### src/source/tcp_rx_msg_pkg.sv
package tcp_rx_msg_pkg;

    //////////////////////////////////////////////////////////////////////
    // Widths
    //////////////////////////////////////////////////////////////////////

    localparam int NOC_DATA_W = 64;
    localparam int XY_W = 4;
    localparam int FBITS_W = 4;
    localparam int FLOWID_W = 4;
    localparam int NUM_FLOWS = 1 << FLOWID_W;
    localparam int DROP_CNT_W = 16;

    localparam int BUF_ADDR_W = 32;
    localparam int BUF_SIZE_W = 16;
    localparam int BUF_IDX_W = 8;
    localparam int MSG_LEN_W = 8;
    localparam int MSG_TYPE_W = 8;

    //////////////////////////////////////////////////////////////////////
    // Message constants
    //////////////////////////////////////////////////////////////////////

    localparam logic [MSG_TYPE_W-1:0] TCP_RX_MSG_RESP = 8'h21;
    localparam logic [FBITS_W-1:0] TCP_RX_APP_PTR_IF_FBITS = 4'h3;

    //////////////////////////////////////////////////////////////////////
    // Buffer and flit layouts
    //////////////////////////////////////////////////////////////////////

    typedef struct packed {
        logic [BUF_ADDR_W-1:0]  buf_addr;
        logic [BUF_SIZE_W-1:0]  buf_size;
        logic [BUF_IDX_W-1:0]   buf_idx;
    } tcp_buf_with_idx;

    typedef struct packed {
        logic [XY_W-1:0]        dst_x;
        logic [XY_W-1:0]        dst_y;
        logic [FBITS_W-1:0]     dst_fbits;
        logic [MSG_LEN_W-1:0]   msg_len;    // Body flits that follow.
        logic [MSG_TYPE_W-1:0]  msg_type;
        logic [XY_W-1:0]        src_x;
        logic [XY_W-1:0]        src_y;
        logic [FBITS_W-1:0]     src_fbits;
        logic [NOC_DATA_W-4*XY_W-2*FBITS_W-MSG_LEN_W-MSG_TYPE_W-1:0] pad;
    } noc_hdr_flit;

    typedef struct packed {
        logic [FLOWID_W-1:0]    flowid;
        tcp_buf_with_idx        resp_buf;
        logic [NOC_DATA_W-FLOWID_W-$bits(tcp_buf_with_idx)-1:0] pad;
    } noc_body_flit;

endpackage
### src/source/resp_msg_if.sv
`timescale 1ns/100ps
interface resp_msg_if import tcp_rx_msg_pkg::*; ();

    logic                   store;      // One cycle, request goes to this lane.
    logic [FLOWID_W-1:0]    flowid;
    tcp_buf_with_idx        head_buf;
    logic [XY_W-1:0]        dst_x;
    logic [XY_W-1:0]        dst_y;
    logic [FBITS_W-1:0]     dst_fbits;
    logic                   busy;       // Lane holds a message not yet sent.

    modport dispatcher (
         output store
        ,output flowid
        ,output head_buf
        ,output dst_x
        ,output dst_y
        ,output dst_fbits
        ,input  busy
    );

    modport lane (
         input  store
        ,input  flowid
        ,input  head_buf
        ,input  dst_x
        ,input  dst_y
        ,input  dst_fbits
        ,output busy
    );

endinterface

### src/source/tcp_rx_resp_tile.sv
`timescale 1ns/100ps
module tcp_rx_resp_tile import tcp_rx_msg_pkg::*; #(
     parameter int SRC_X = 0
    ,parameter int SRC_Y = 0
    ,parameter int NUM_LANES = 4
)(
     input  logic                   clk
    ,input  logic                   rst

    ,input  logic                   req_val
    ,input  logic [FLOWID_W-1:0]    req_flowid
    ,input  logic [XY_W-1:0]        req_dst_x
    ,input  logic [XY_W-1:0]        req_dst_y
    ,input  logic [FBITS_W-1:0]     req_dst_fbits

    ,input  logic                   buf_wr
    ,input  logic [FLOWID_W-1:0]    buf_wr_flowid
    ,input  tcp_buf_with_idx        buf_wr_data

    ,output logic [NOC_DATA_W-1:0]  noc_data
    ,output logic                   noc_val
    ,input  logic                   noc_rdy

    ,output logic [DROP_CNT_W-1:0]  drop_cnt
);

    logic [FLOWID_W-1:0]    rd_flowid;
    tcp_buf_with_idx        rd_buf;

    logic [NUM_LANES-1:0]   lane_msg_val;
    logic [NUM_LANES-1:0]   lane_done;
    noc_hdr_flit            lane_hdr [NUM_LANES];
    noc_body_flit           lane_body [NUM_LANES];

    resp_msg_if lane_if [NUM_LANES] ();

    //////////////////////////////////////////////////////////////////////
    // Lookup and dispatch
    //////////////////////////////////////////////////////////////////////

    head_buf_table u_table (
         .clk       (clk)
        ,.rst       (rst)
        ,.buf_wr    (buf_wr)
        ,.wr_flowid (buf_wr_flowid)
        ,.wr_buf    (buf_wr_data)
        ,.rd_flowid (rd_flowid)
        ,.rd_buf    (rd_buf)
    );

    req_dispatch #(
         .NUM_LANES (NUM_LANES)
    ) u_dispatch (
         .clk           (clk)
        ,.rst           (rst)
        ,.req_val       (req_val)
        ,.req_flowid    (req_flowid)
        ,.req_dst_x     (req_dst_x)
        ,.req_dst_y     (req_dst_y)
        ,.req_dst_fbits (req_dst_fbits)
        ,.rd_flowid     (rd_flowid)
        ,.rd_buf        (rd_buf)
        ,.lanes         (lane_if)
        ,.drop_cnt      (drop_cnt)
    );

    //////////////////////////////////////////////////////////////////////
    // Lanes and drain
    //////////////////////////////////////////////////////////////////////

    for (genvar g = 0; g < NUM_LANES; g++) begin : g_lane
        resp_lane #(
             .SRC_X (SRC_X)
            ,.SRC_Y (SRC_Y)
        ) u_lane (
             .clk       (clk)
            ,.rst       (rst)
            ,.msg_if    (lane_if[g])
            ,.done      (lane_done[g])
            ,.msg_val   (lane_msg_val[g])
            ,.hdr_flit  (lane_hdr[g])
            ,.body_flit (lane_body[g])
        );
    end

    noc_drain_arb #(
         .NUM_LANES (NUM_LANES)
    ) u_arb (
         .clk       (clk)
        ,.rst       (rst)
        ,.msg_val   (lane_msg_val)
        ,.hdr_flit  (lane_hdr)
        ,.body_flit (lane_body)
        ,.done      (lane_done)
        ,.noc_data  (noc_data)
        ,.noc_val   (noc_val)
        ,.noc_rdy   (noc_rdy)
    );

endmodule

### src/source/noc_drain_arb.sv
`timescale 1ns/100ps
module noc_drain_arb import tcp_rx_msg_pkg::*; #(
     parameter int NUM_LANES = 4
)(
     input  logic                   clk
    ,input  logic                   rst

    ,input  logic [NUM_LANES-1:0]   msg_val
    ,input  noc_hdr_flit            hdr_flit [NUM_LANES]
    ,input  noc_body_flit           body_flit [NUM_LANES]
    ,output logic [NUM_LANES-1:0]   done

    ,output logic [NOC_DATA_W-1:0]  noc_data
    ,output logic                   noc_val
    ,input  logic                   noc_rdy
);

    localparam int IDX_W = (NUM_LANES > 1) ? $clog2(NUM_LANES) : 1;

    logic               locked;     // Grant held for a message in flight.
    logic               phase_reg;  // Set once the header is accepted.
    logic [IDX_W-1:0]   grant_reg;
    logic [IDX_W-1:0]   last_grant;

    logic [IDX_W-1:0]   rr_idx;
    logic [IDX_W-1:0]   pick;
    logic [IDX_W-1:0]   cur_grant;
    logic               body_sel;
    logic               any_val;

    //////////////////////////////////////////////////////////////////////
    // Round-robin pick
    //////////////////////////////////////////////////////////////////////

    assign any_val = |msg_val;

    always_comb begin
        pick = last_grant;
        rr_idx = last_grant;
        // Walk back toward last_grant so the nearest lane after it wins.
        for (int k = NUM_LANES; k >= 1; k--) begin
            rr_idx = IDX_W'((int'(last_grant) + k) % NUM_LANES);
            if (msg_val[rr_idx]) begin
                pick = rr_idx;
            end
        end
    end

    //////////////////////////////////////////////////////////////////////
    // Output mux
    //////////////////////////////////////////////////////////////////////

    assign cur_grant = locked ? grant_reg : pick;
    assign body_sel = locked & phase_reg;

    assign noc_val = msg_val[cur_grant];
    assign noc_data = body_sel ? body_flit[cur_grant] : hdr_flit[cur_grant];

    always_comb begin
        done = '0;
        if (body_sel && noc_rdy) begin
            done[grant_reg] = 1'b1;
        end
    end

    //////////////////////////////////////////////////////////////////////
    // Grant state
    //////////////////////////////////////////////////////////////////////

    always_ff @(posedge clk) begin
        if (rst) begin
            locked <= 1'b0;
            phase_reg <= 1'b0;
            grant_reg <= '0;
            last_grant <= IDX_W'(NUM_LANES - 1);   // Lane 0 served first.
        end
        else if (!locked) begin
            if (any_val) begin
                // Lock on first presentation so a stalled header stays put.
                locked <= 1'b1;
                grant_reg <= pick;
                phase_reg <= noc_rdy;
            end
        end
        else if (noc_rdy) begin
            if (!phase_reg) begin
                phase_reg <= 1'b1;
            end
            else begin
                locked <= 1'b0;
                phase_reg <= 1'b0;
                last_grant <= grant_reg;
            end
        end
    end

endmodule

### src/source/resp_lane.sv
`timescale 1ns/100ps
module resp_lane import tcp_rx_msg_pkg::*; #(
     parameter int SRC_X = 0
    ,parameter int SRC_Y = 0
)(
     input  logic           clk
    ,input  logic           rst

    ,resp_msg_if.lane       msg_if

    ,input  logic           done
    ,output logic           msg_val
    ,output noc_hdr_flit    hdr_flit
    ,output noc_body_flit   body_flit
);

    logic [FLOWID_W-1:0]    flowid_reg;
    tcp_buf_with_idx        head_buf_reg;
    logic [XY_W-1:0]        dst_x_reg;
    logic [XY_W-1:0]        dst_y_reg;
    logic [FBITS_W-1:0]     dst_fbits_reg;

    logic [FLOWID_W-1:0]    flowid_next;
    tcp_buf_with_idx        head_buf_next;
    logic [XY_W-1:0]        dst_x_next;
    logic [XY_W-1:0]        dst_y_next;
    logic [FBITS_W-1:0]     dst_fbits_next;

    logic                   busy_reg;

    //////////////////////////////////////////////////////////////////////
    // Request storage
    //////////////////////////////////////////////////////////////////////

    always_ff @(posedge clk) begin
        flowid_reg <= flowid_next;
        head_buf_reg <= head_buf_next;
        dst_x_reg <= dst_x_next;
        dst_y_reg <= dst_y_next;
        dst_fbits_reg <= dst_fbits_next;
    end

    always_comb begin
        if (msg_if.store) begin
            flowid_next = msg_if.flowid;
            head_buf_next = msg_if.head_buf;
            dst_x_next = msg_if.dst_x;
            dst_y_next = msg_if.dst_y;
            dst_fbits_next = msg_if.dst_fbits;
        end
        else begin
            flowid_next = flowid_reg;
            head_buf_next = head_buf_reg;
            dst_x_next = dst_x_reg;
            dst_y_next = dst_y_reg;
            dst_fbits_next = dst_fbits_reg;
        end
    end

    always_ff @(posedge clk) begin
        if (rst) begin
            busy_reg <= 1'b0;
        end
        else if (msg_if.store) begin
            busy_reg <= 1'b1;
        end
        else if (done) begin
            busy_reg <= 1'b0;       // Body flit taken by the NoC.
        end
    end

    assign msg_if.busy = busy_reg;
    assign msg_val = busy_reg;

    //////////////////////////////////////////////////////////////////////
    // Flit build
    //////////////////////////////////////////////////////////////////////

    always_comb begin
        hdr_flit = '0;
        hdr_flit.dst_x = dst_x_reg;
        hdr_flit.dst_y = dst_y_reg;
        hdr_flit.dst_fbits = dst_fbits_reg;
        hdr_flit.msg_len = MSG_LEN_W'(1);
        hdr_flit.msg_type = TCP_RX_MSG_RESP;
        hdr_flit.src_x = SRC_X[XY_W-1:0];
        hdr_flit.src_y = SRC_Y[XY_W-1:0];
        hdr_flit.src_fbits = TCP_RX_APP_PTR_IF_FBITS;

        body_flit = '0;
        body_flit.flowid = flowid_reg;
        body_flit.resp_buf = head_buf_reg;
    end

endmodule

### src/source/req_dispatch.sv
`timescale 1ns/100ps
module req_dispatch import tcp_rx_msg_pkg::*; #(
     parameter int NUM_LANES = 4
)(
     input  logic                       clk
    ,input  logic                       rst

    ,input  logic                       req_val
    ,input  logic [FLOWID_W-1:0]        req_flowid
    ,input  logic [XY_W-1:0]            req_dst_x
    ,input  logic [XY_W-1:0]            req_dst_y
    ,input  logic [FBITS_W-1:0]         req_dst_fbits

    ,output logic [FLOWID_W-1:0]        rd_flowid
    ,input  tcp_buf_with_idx            rd_buf

    ,resp_msg_if.dispatcher             lanes [NUM_LANES]

    ,output logic [DROP_CNT_W-1:0]      drop_cnt
);

    logic [NUM_LANES-1:0]   busy_vec;
    logic [NUM_LANES-1:0]   idle_vec;
    logic [NUM_LANES-1:0]   store_vec;
    logic                   all_busy;

    assign rd_flowid = req_flowid;

    //////////////////////////////////////////////////////////////////////
    // Lane select
    //////////////////////////////////////////////////////////////////////

    assign idle_vec = ~busy_vec;
    assign all_busy = &busy_vec;

    // Lowest set bit of the idle vector.
    assign store_vec = req_val ? (idle_vec & (-idle_vec)) : '0;

    for (genvar g = 0; g < NUM_LANES; g++) begin : g_lane
        assign busy_vec[g] = lanes[g].busy;

        assign lanes[g].store = store_vec[g];
        assign lanes[g].flowid = req_flowid;
        assign lanes[g].head_buf = rd_buf;
        assign lanes[g].dst_x = req_dst_x;
        assign lanes[g].dst_y = req_dst_y;
        assign lanes[g].dst_fbits = req_dst_fbits;
    end

    //////////////////////////////////////////////////////////////////////
    // Drop counter
    //////////////////////////////////////////////////////////////////////

    always_ff @(posedge clk) begin
        if (rst) begin
            drop_cnt <= '0;
        end
        else if (req_val && all_busy && (drop_cnt != '1)) begin
            drop_cnt <= drop_cnt + DROP_CNT_W'(1);   // Saturates at all ones.
        end
    end

endmodule

### src/source/head_buf_table.sv
`timescale 1ns/100ps
module head_buf_table import tcp_rx_msg_pkg::*; (
     input  logic                   clk
    ,input  logic                   rst

    ,input  logic                   buf_wr
    ,input  logic [FLOWID_W-1:0]    wr_flowid
    ,input  tcp_buf_with_idx        wr_buf

    ,input  logic [FLOWID_W-1:0]    rd_flowid
    ,output tcp_buf_with_idx        rd_buf
);

    tcp_buf_with_idx    entries [NUM_FLOWS];

    //////////////////////////////////////////////////////////////////////
    // Write port
    //////////////////////////////////////////////////////////////////////

    always_ff @(posedge clk) begin
        if (rst) begin
            for (int i = 0; i < NUM_FLOWS; i++) begin
                entries[i] <= '0;
            end
        end
        else if (buf_wr) begin
            entries[wr_flowid] <= wr_buf;
        end
    end

    //////////////////////////////////////////////////////////////////////
    // Read port
    //////////////////////////////////////////////////////////////////////

    // A read in the write cycle still sees the old entry.
    assign rd_buf = entries[rd_flowid];

endmodule

### config.mk
export PLATFORM = sky130hd
export DESIGN_NAME = tcp_rx_resp_tile
export DESIGN_NICKNAME = d
export VERILOG_FILES = /design/src/source/tcp_rx_msg_pkg.sv /design/src/source/resp_msg_if.sv /design/src/source/tcp_rx_resp_tile.sv /design/src/source/noc_drain_arb.sv /design/src/source/resp_lane.sv /design/src/source/req_dispatch.sv /design/src/source/head_buf_table.sv
export SDC_FILE = /design/constraint.sdc
export NUM_CORES = 2
export LEC_CHECK = 0
export BUFFER_PORTS_ARGS = -buffer_cell sky130_fd_sc_hd__buf_2
export CORE_MARGIN = 3
export CORE_UTILIZATION = 60
export DETAILED_ROUTE_END_ITERATION = 7
export GPL_ROUTABILITY_DRIVEN = 0
export PLACE_DENSITY_LB_ADDON = 0.2
export SLEW_MARGIN = 10
export SYNTH_ARGS = -nofsm -noshare
export SYNTH_HDL_FRONTEND = slang
export SYNTH_SLANG_ARGS = --single-unit
### constraint.sdc
create_clock -name clk -period 12.9 [get_ports clk]
set_input_delay 2.58 -clock clk [delete_from_list [all_inputs] [get_ports clk]]
set_output_delay 2.58 -clock clk [all_outputs]
set_load 0.01 [all_outputs]
# Word level (Yosys, flattened, before mapping)
# Memory sizes are Yosys's and may differ from the RTL's.
# Cells that the tools add are included.
# word_totals
regBits	314
inputBits	81
mem_count	1
mem_bits_rw	896
elab_cells	123
output_inout_bits	81
# op_classes
bitwise	5
n_mux	49
n_eq_ne	2
order_cmp	8
reduce_logical	15
n_addsub	6
# memory_table
memory	depth	word_bits	read_ports	rd_clocked_by_memory_dff	write_ports	line_no	source
u_table.entries	16	56	1	0	16	head_buf_table.sv:14	tcp_buf_with_idx entries [NUM_FLOWS];
# op_table
cell	count
$mux 64	5
$bmux 64 s2	2
$mux 56	1
$reduce_or 56->1	1
$mux 1	27
$lt 2x3->1 const B	6
$add 16x1->16 const B	1
$ne 16x16->1 const B	1
$mux 4	3
$bmux 1 s2	5
$mux 2	5
$reduce_bool 2->1	5
$add 2x1->2 const B	2
$add 2x2->2 const B	2
$and 4x4->4	1
$logic_and 1x1->1	4
$neg 4->4	1
$not 4->4	1
$reduce_and 2->1	2
$reduce_and 4->1	1
$reduce_or 4->1	1
$ge 3x3->1 const B	1
$not 2->3	1
$reduce_and 3->1	1
other kinds (5)	5

# Longest topological paths before layout
# logic_depth
ltp_word	13
depth_mapped	10
mapped_depth_nobuf	6

# Cells and area by module
# Synthesis repeated with hierarchy kept, for this count alone.
# hier_totals
hier_cells	4544
hier_area_um2	61151.1
# modules_own_cells
module	instances	seq_area_each_um2	area_each_um2	cells_each
head_buf_table	1	26905.8	39984.6	2455
resp_lane	4	2182.1	2636.3	135
noc_drain_arb	1	120.1	7457.2	1148
req_dispatch	1	320.3	3164.3	401

# Least setup slack after synthesis
# OpenSTA, ideal clock, no wires.
# synth_timing
path_type	input port to flip-flop
startpoint	input port req_val
endpoint	register g_lane[2].u_lane.head_buf_reg (netlist bit g_lane[2].u_lane.body_flit[10]) (enable)
setup_ps	511
path_slack_ps	6413
stages	2
t_arrival_ps	5975
n_path_buf	0
required_time_ps	12389
path_cell_list	and3_1 > nor2b_1
# synth_via
elab_chain_len	1
# synth_lines
element	line_no	source
from (decl)	tcp_rx_resp_tile.sv:10	,input logic req_val
$mux 4	req_dispatch.sv:37	assign store_vec = req_val ? (idle_vec & (-idle_vec)) : '0;
named net g_lane[2].u_lane.msg_if.store	resp_msg_if.sv:23	input store
to (signal assigned)	resp_lane.sv:37	head_buf_reg <= head_buf_next;
to (decl)	resp_lane.sv:18	tcp_buf_with_idx head_buf_reg;
# The timed path passes the listed nets, and every way through them passes these cells.
# A chain may end at the register's enable or synchronous reset.

# Worst setup path in the final report
# layout_timing
startpoint	register u_arb.grant_reg[0]
endpoint	output port noc_data[52]
# layout_via
elab_chain_len	6
word_cells_on_any_way	9
cone_classes	8 x mux; 1 x bitwise
# layout_lines
element	line_no	source
from (decl)	noc_drain_arb.sv:22	logic [IDX_W-1:0] grant_reg;
from (signal assigned)	noc_drain_arb.sv:81	grant_reg <= pick;
$mux 2 *	noc_drain_arb.sv:53	assign cur_grant = locked ? grant_reg : pick;
$not 2->3 (implied by the code) *	noc_drain_arb.sv:57	assign noc_data = body_sel ? body_flit[cur_grant] : hdr_flit[cur_grant];
$bmux 64 s2	noc_drain_arb.sv:57	
$mux 64 (implied by the code) (2 in series)	noc_drain_arb.sv:57	
$mux 64 *	noc_drain_arb.sv:57	
to (decl)	tcp_rx_resp_tile.sv:20	,output logic [NOC_DATA_W-1:0] noc_data
# Mark *: on every way between the ends. The rest lies on a longest branch, timed or not. The select of a mux whose other input is x is not followed.

==> flow_summary.yaml <==
run_status:
  status: "finished, final reports clean"
sta:
  drv_slew: 0
  timing.final.ws_setup_ns: 5.45
  fmax_mhz: 134
  fin_crit_ns: 7.45
  rsz0062_at_grt: "no"
  finalHoldViolCount: 0
  worst_slew_pin_slew_ns: 1.18
  fin_crit_sh: 0.577
  setup_viol: 0
  slew_headroom: 0.209
  setup-tns-final_ns: 0
  worst_clock_skew_ns: 0.0219
setup_path:
  critPathTopFamily: "buffers and inverters"
  crit_slowest_cell: "dfxtp_1"
  end_kind: "output port"
  critPathMaxFanout: 61
  path_class: "flip-flop to output port"
  critPathArrivalTime_ns: 4.87
  critPathMaxStageDelay_ns: 1.04
  cp.required_ns: 10.32
  crit_buf_inv: 3
  startpoint_type: "flip-flop"
  cp_cell_sequence: "inv_1 > mux2i_4 > buf_4 > mux2i_1 > a222oi_1 > buf_2"
cts:
  holdBufCountCts: 0
  clkSinkCount: 1210
  cts.clk_slew.worst_paths_ns: 0.06
  numCtsBuffers: 119
  clockRootBuffer: "clkbuf_16"
  cts-resized-gates: 0
  clk_path_buf_depth: 3
  cts_tree: "done"
  clk_latency_ns: 0.69
  htreeDepth: 3
  post_cts_buffers: 0
layout:
  fin_nets: 3212
  drive_gt1_frac: 0.235
  top_register: "u_table.entries"
  design_area_um2: 58000
  largest_reg_flops: 896
  area_growth_pct: 10.5
  final_cells: 4384
global_route:
  grt-ovfl-total: 0
  grt_pass1_vias: 29600
  grt_pass1_wl_um: 196000
  antenna_found_initial: 22
  grt.total_usage: 0.299
  grt_max_degree: 144
drt:
  drt-initial-drc-count: 3546
  drcViolationCount: 0
  ant_nets: 0
  routed_wl_um: 132000
  vias_per_cell: 6.41
  vias: 28100
  firstDrtPassIters: 7
  detail_route.wl_per_cell_um: 30.2
logic_synthesis:
  ys.flop_type: "edfxtp_1"
  ys_seq_area_frac: 0.687
  syn_inst: 3060
  yosysUniqueCellTypes: 55
  yosysTopAreaCell: "edfxtp_1"
  syn_area_per_cell_um2: 17.2
  synth.most_common_cell: "edfxtp_1"
  ys_async_sr_fraction: 0
  synth_common_cells: "1184 x edfxtp_1, 939 x and2_1, 323 x mux4_2"
  synth-edff-count: 1184
  synthTopCellsByArea: "edfxtp_1 68%, mux4_2 14%, and2_1 11%, clkbuf_1 1.5%, dfxtp_1 0.99%"
  netlist_area_um2: 52500
  ys_ff_latch: 1210
  yosys_warnings: 0
  synth_top_area_share: 0.677
worst_hold_path:
  hp-class: "flip-flop to flip-flop"
pwr:
  ir_drop_v: 0.000136
  totalPowerFinal_mw: 8.66
  power_density_nw_per_um2: 149
  p_leak_nw: 20.0
floorplanning:
  fp.dieH_um: 302
  die_w_um: 302
  initial_core_util: 0.611
  fp.coreArea_um2: 85900
  die-area_um2: 91100
  std_cell_rows: 107
  io_pins: 162
place:
  place_hpwl_um: 72100
  dp_slack_ns: 6.22
  place_area_um2: 54300
  portBuffers: 157
  dp.cells: 4152
run:
  drv_cap: 0
-- area by class of cell --
| type | instances | area (um^2) |
|---|---|---|
| antenna | 11 | 27.5 |
| clock buffer | 139 | 3070 |
| clock inverter | 81 | 669 |
| fill | 5627 | 27900 |
| inverter | 14 | 52.6 |
| multi-input combinational | 1576 | 15500 |
| sequential | 1210 | 36100 |
| tap | 1144 | 1430 |
| timing repair buffer | 209 | 1220 |
-- report_power, final --
part / internal, mW / total [mW] / switching [mW] / leakage (nW)
clock network: 1.88 / 3.33 / 1.45 / 1.85
registers: 4.55 / 4.61 / 0.0683 / 11.4
logic: 0.295 / 0.718 / 0.423 / 6.71
total: 6.72 / 8.66 / 1.94 / 20.0
-- per-layer routing --
metal	share of wire	vias up	GRT usage	wire, um
li1	-	11700	-	-
met1	0.37	14600	0.402	49200
met2	0.50	1523	0.497	66300
met3	0.098	268	0.0558	12900
met4	0.029	16	0.107	3840
met5	0.00085	-	0	113
-- metrics by stage --
step	util	hold slack (ns)
floorplan	-	0.510
global placement	0.631	0.491
detailed placement	0.631	0.499
CTS	0.675	0.508
global route	0.675	0.550
finish	0.675	0.511
-- worst reg2reg max path: cells and delay by family (launching register included) --
kind,cells,cell delay (ns)
flops,1,1.03
simple gates,4,1.48
compound gates,1,0.20
-- logic make-up (layout without fill, tap and decap cells) --
logic type               count (synthesis)  after routing  share of synthesized area
flip-flops                            1210           1210                      0.687
AND/OR/NAND/NOR                       1081           1081                      0.125
multiplexers                           365            365                      0.147
buffers and inverters                  277            443                     0.0222
AO/OA/AOI/OAI                          112            112                     0.0164
XOR/XNOR                                13             13                    0.00217
adder cells (fa/ha/maj)                  1              1                   0.000238
other                                    1             15                  0.0000714
-- path summary, 6_finish.rpt --
| path | start | to | cells after the start | slack [ns] |
|---|---|---|---|---|
| worst min-delay path | u_dispatch.drop_cnt[8] | u_dispatch.drop_cnt[8] | 2 | 0.51 |
| worst max register to register | u_arb.locked | g_lane[3].u_lane.msg_if.busy | 5 | 10.04 |
| worst max-delay path | u_arb.grant_reg[0] | noc_data[52] | 6 | 5.45 |
| worst min register to register | u_dispatch.drop_cnt[8] | u_dispatch.drop_cnt[8] | 2 | 0.51 |
-- layout by cell type (no fill, tap or decap), types with 14 or more instances in the layout --
cell,n
or2_4,17
edfxtp_1,1184
buf_4,52
clkbuf_1,19
buf_2,153
clkinv_2,33
and2_1,939
nor2_1,40
clkinv_1,28
nor2_4,14
dfxtp_1,26
clkbuf_16,120
a21oi_1,20
mux2i_1,35
nand2_1,21
inv_1,14
mux4_2,323
Note: power is estimated with default switching activity, not from simulation.
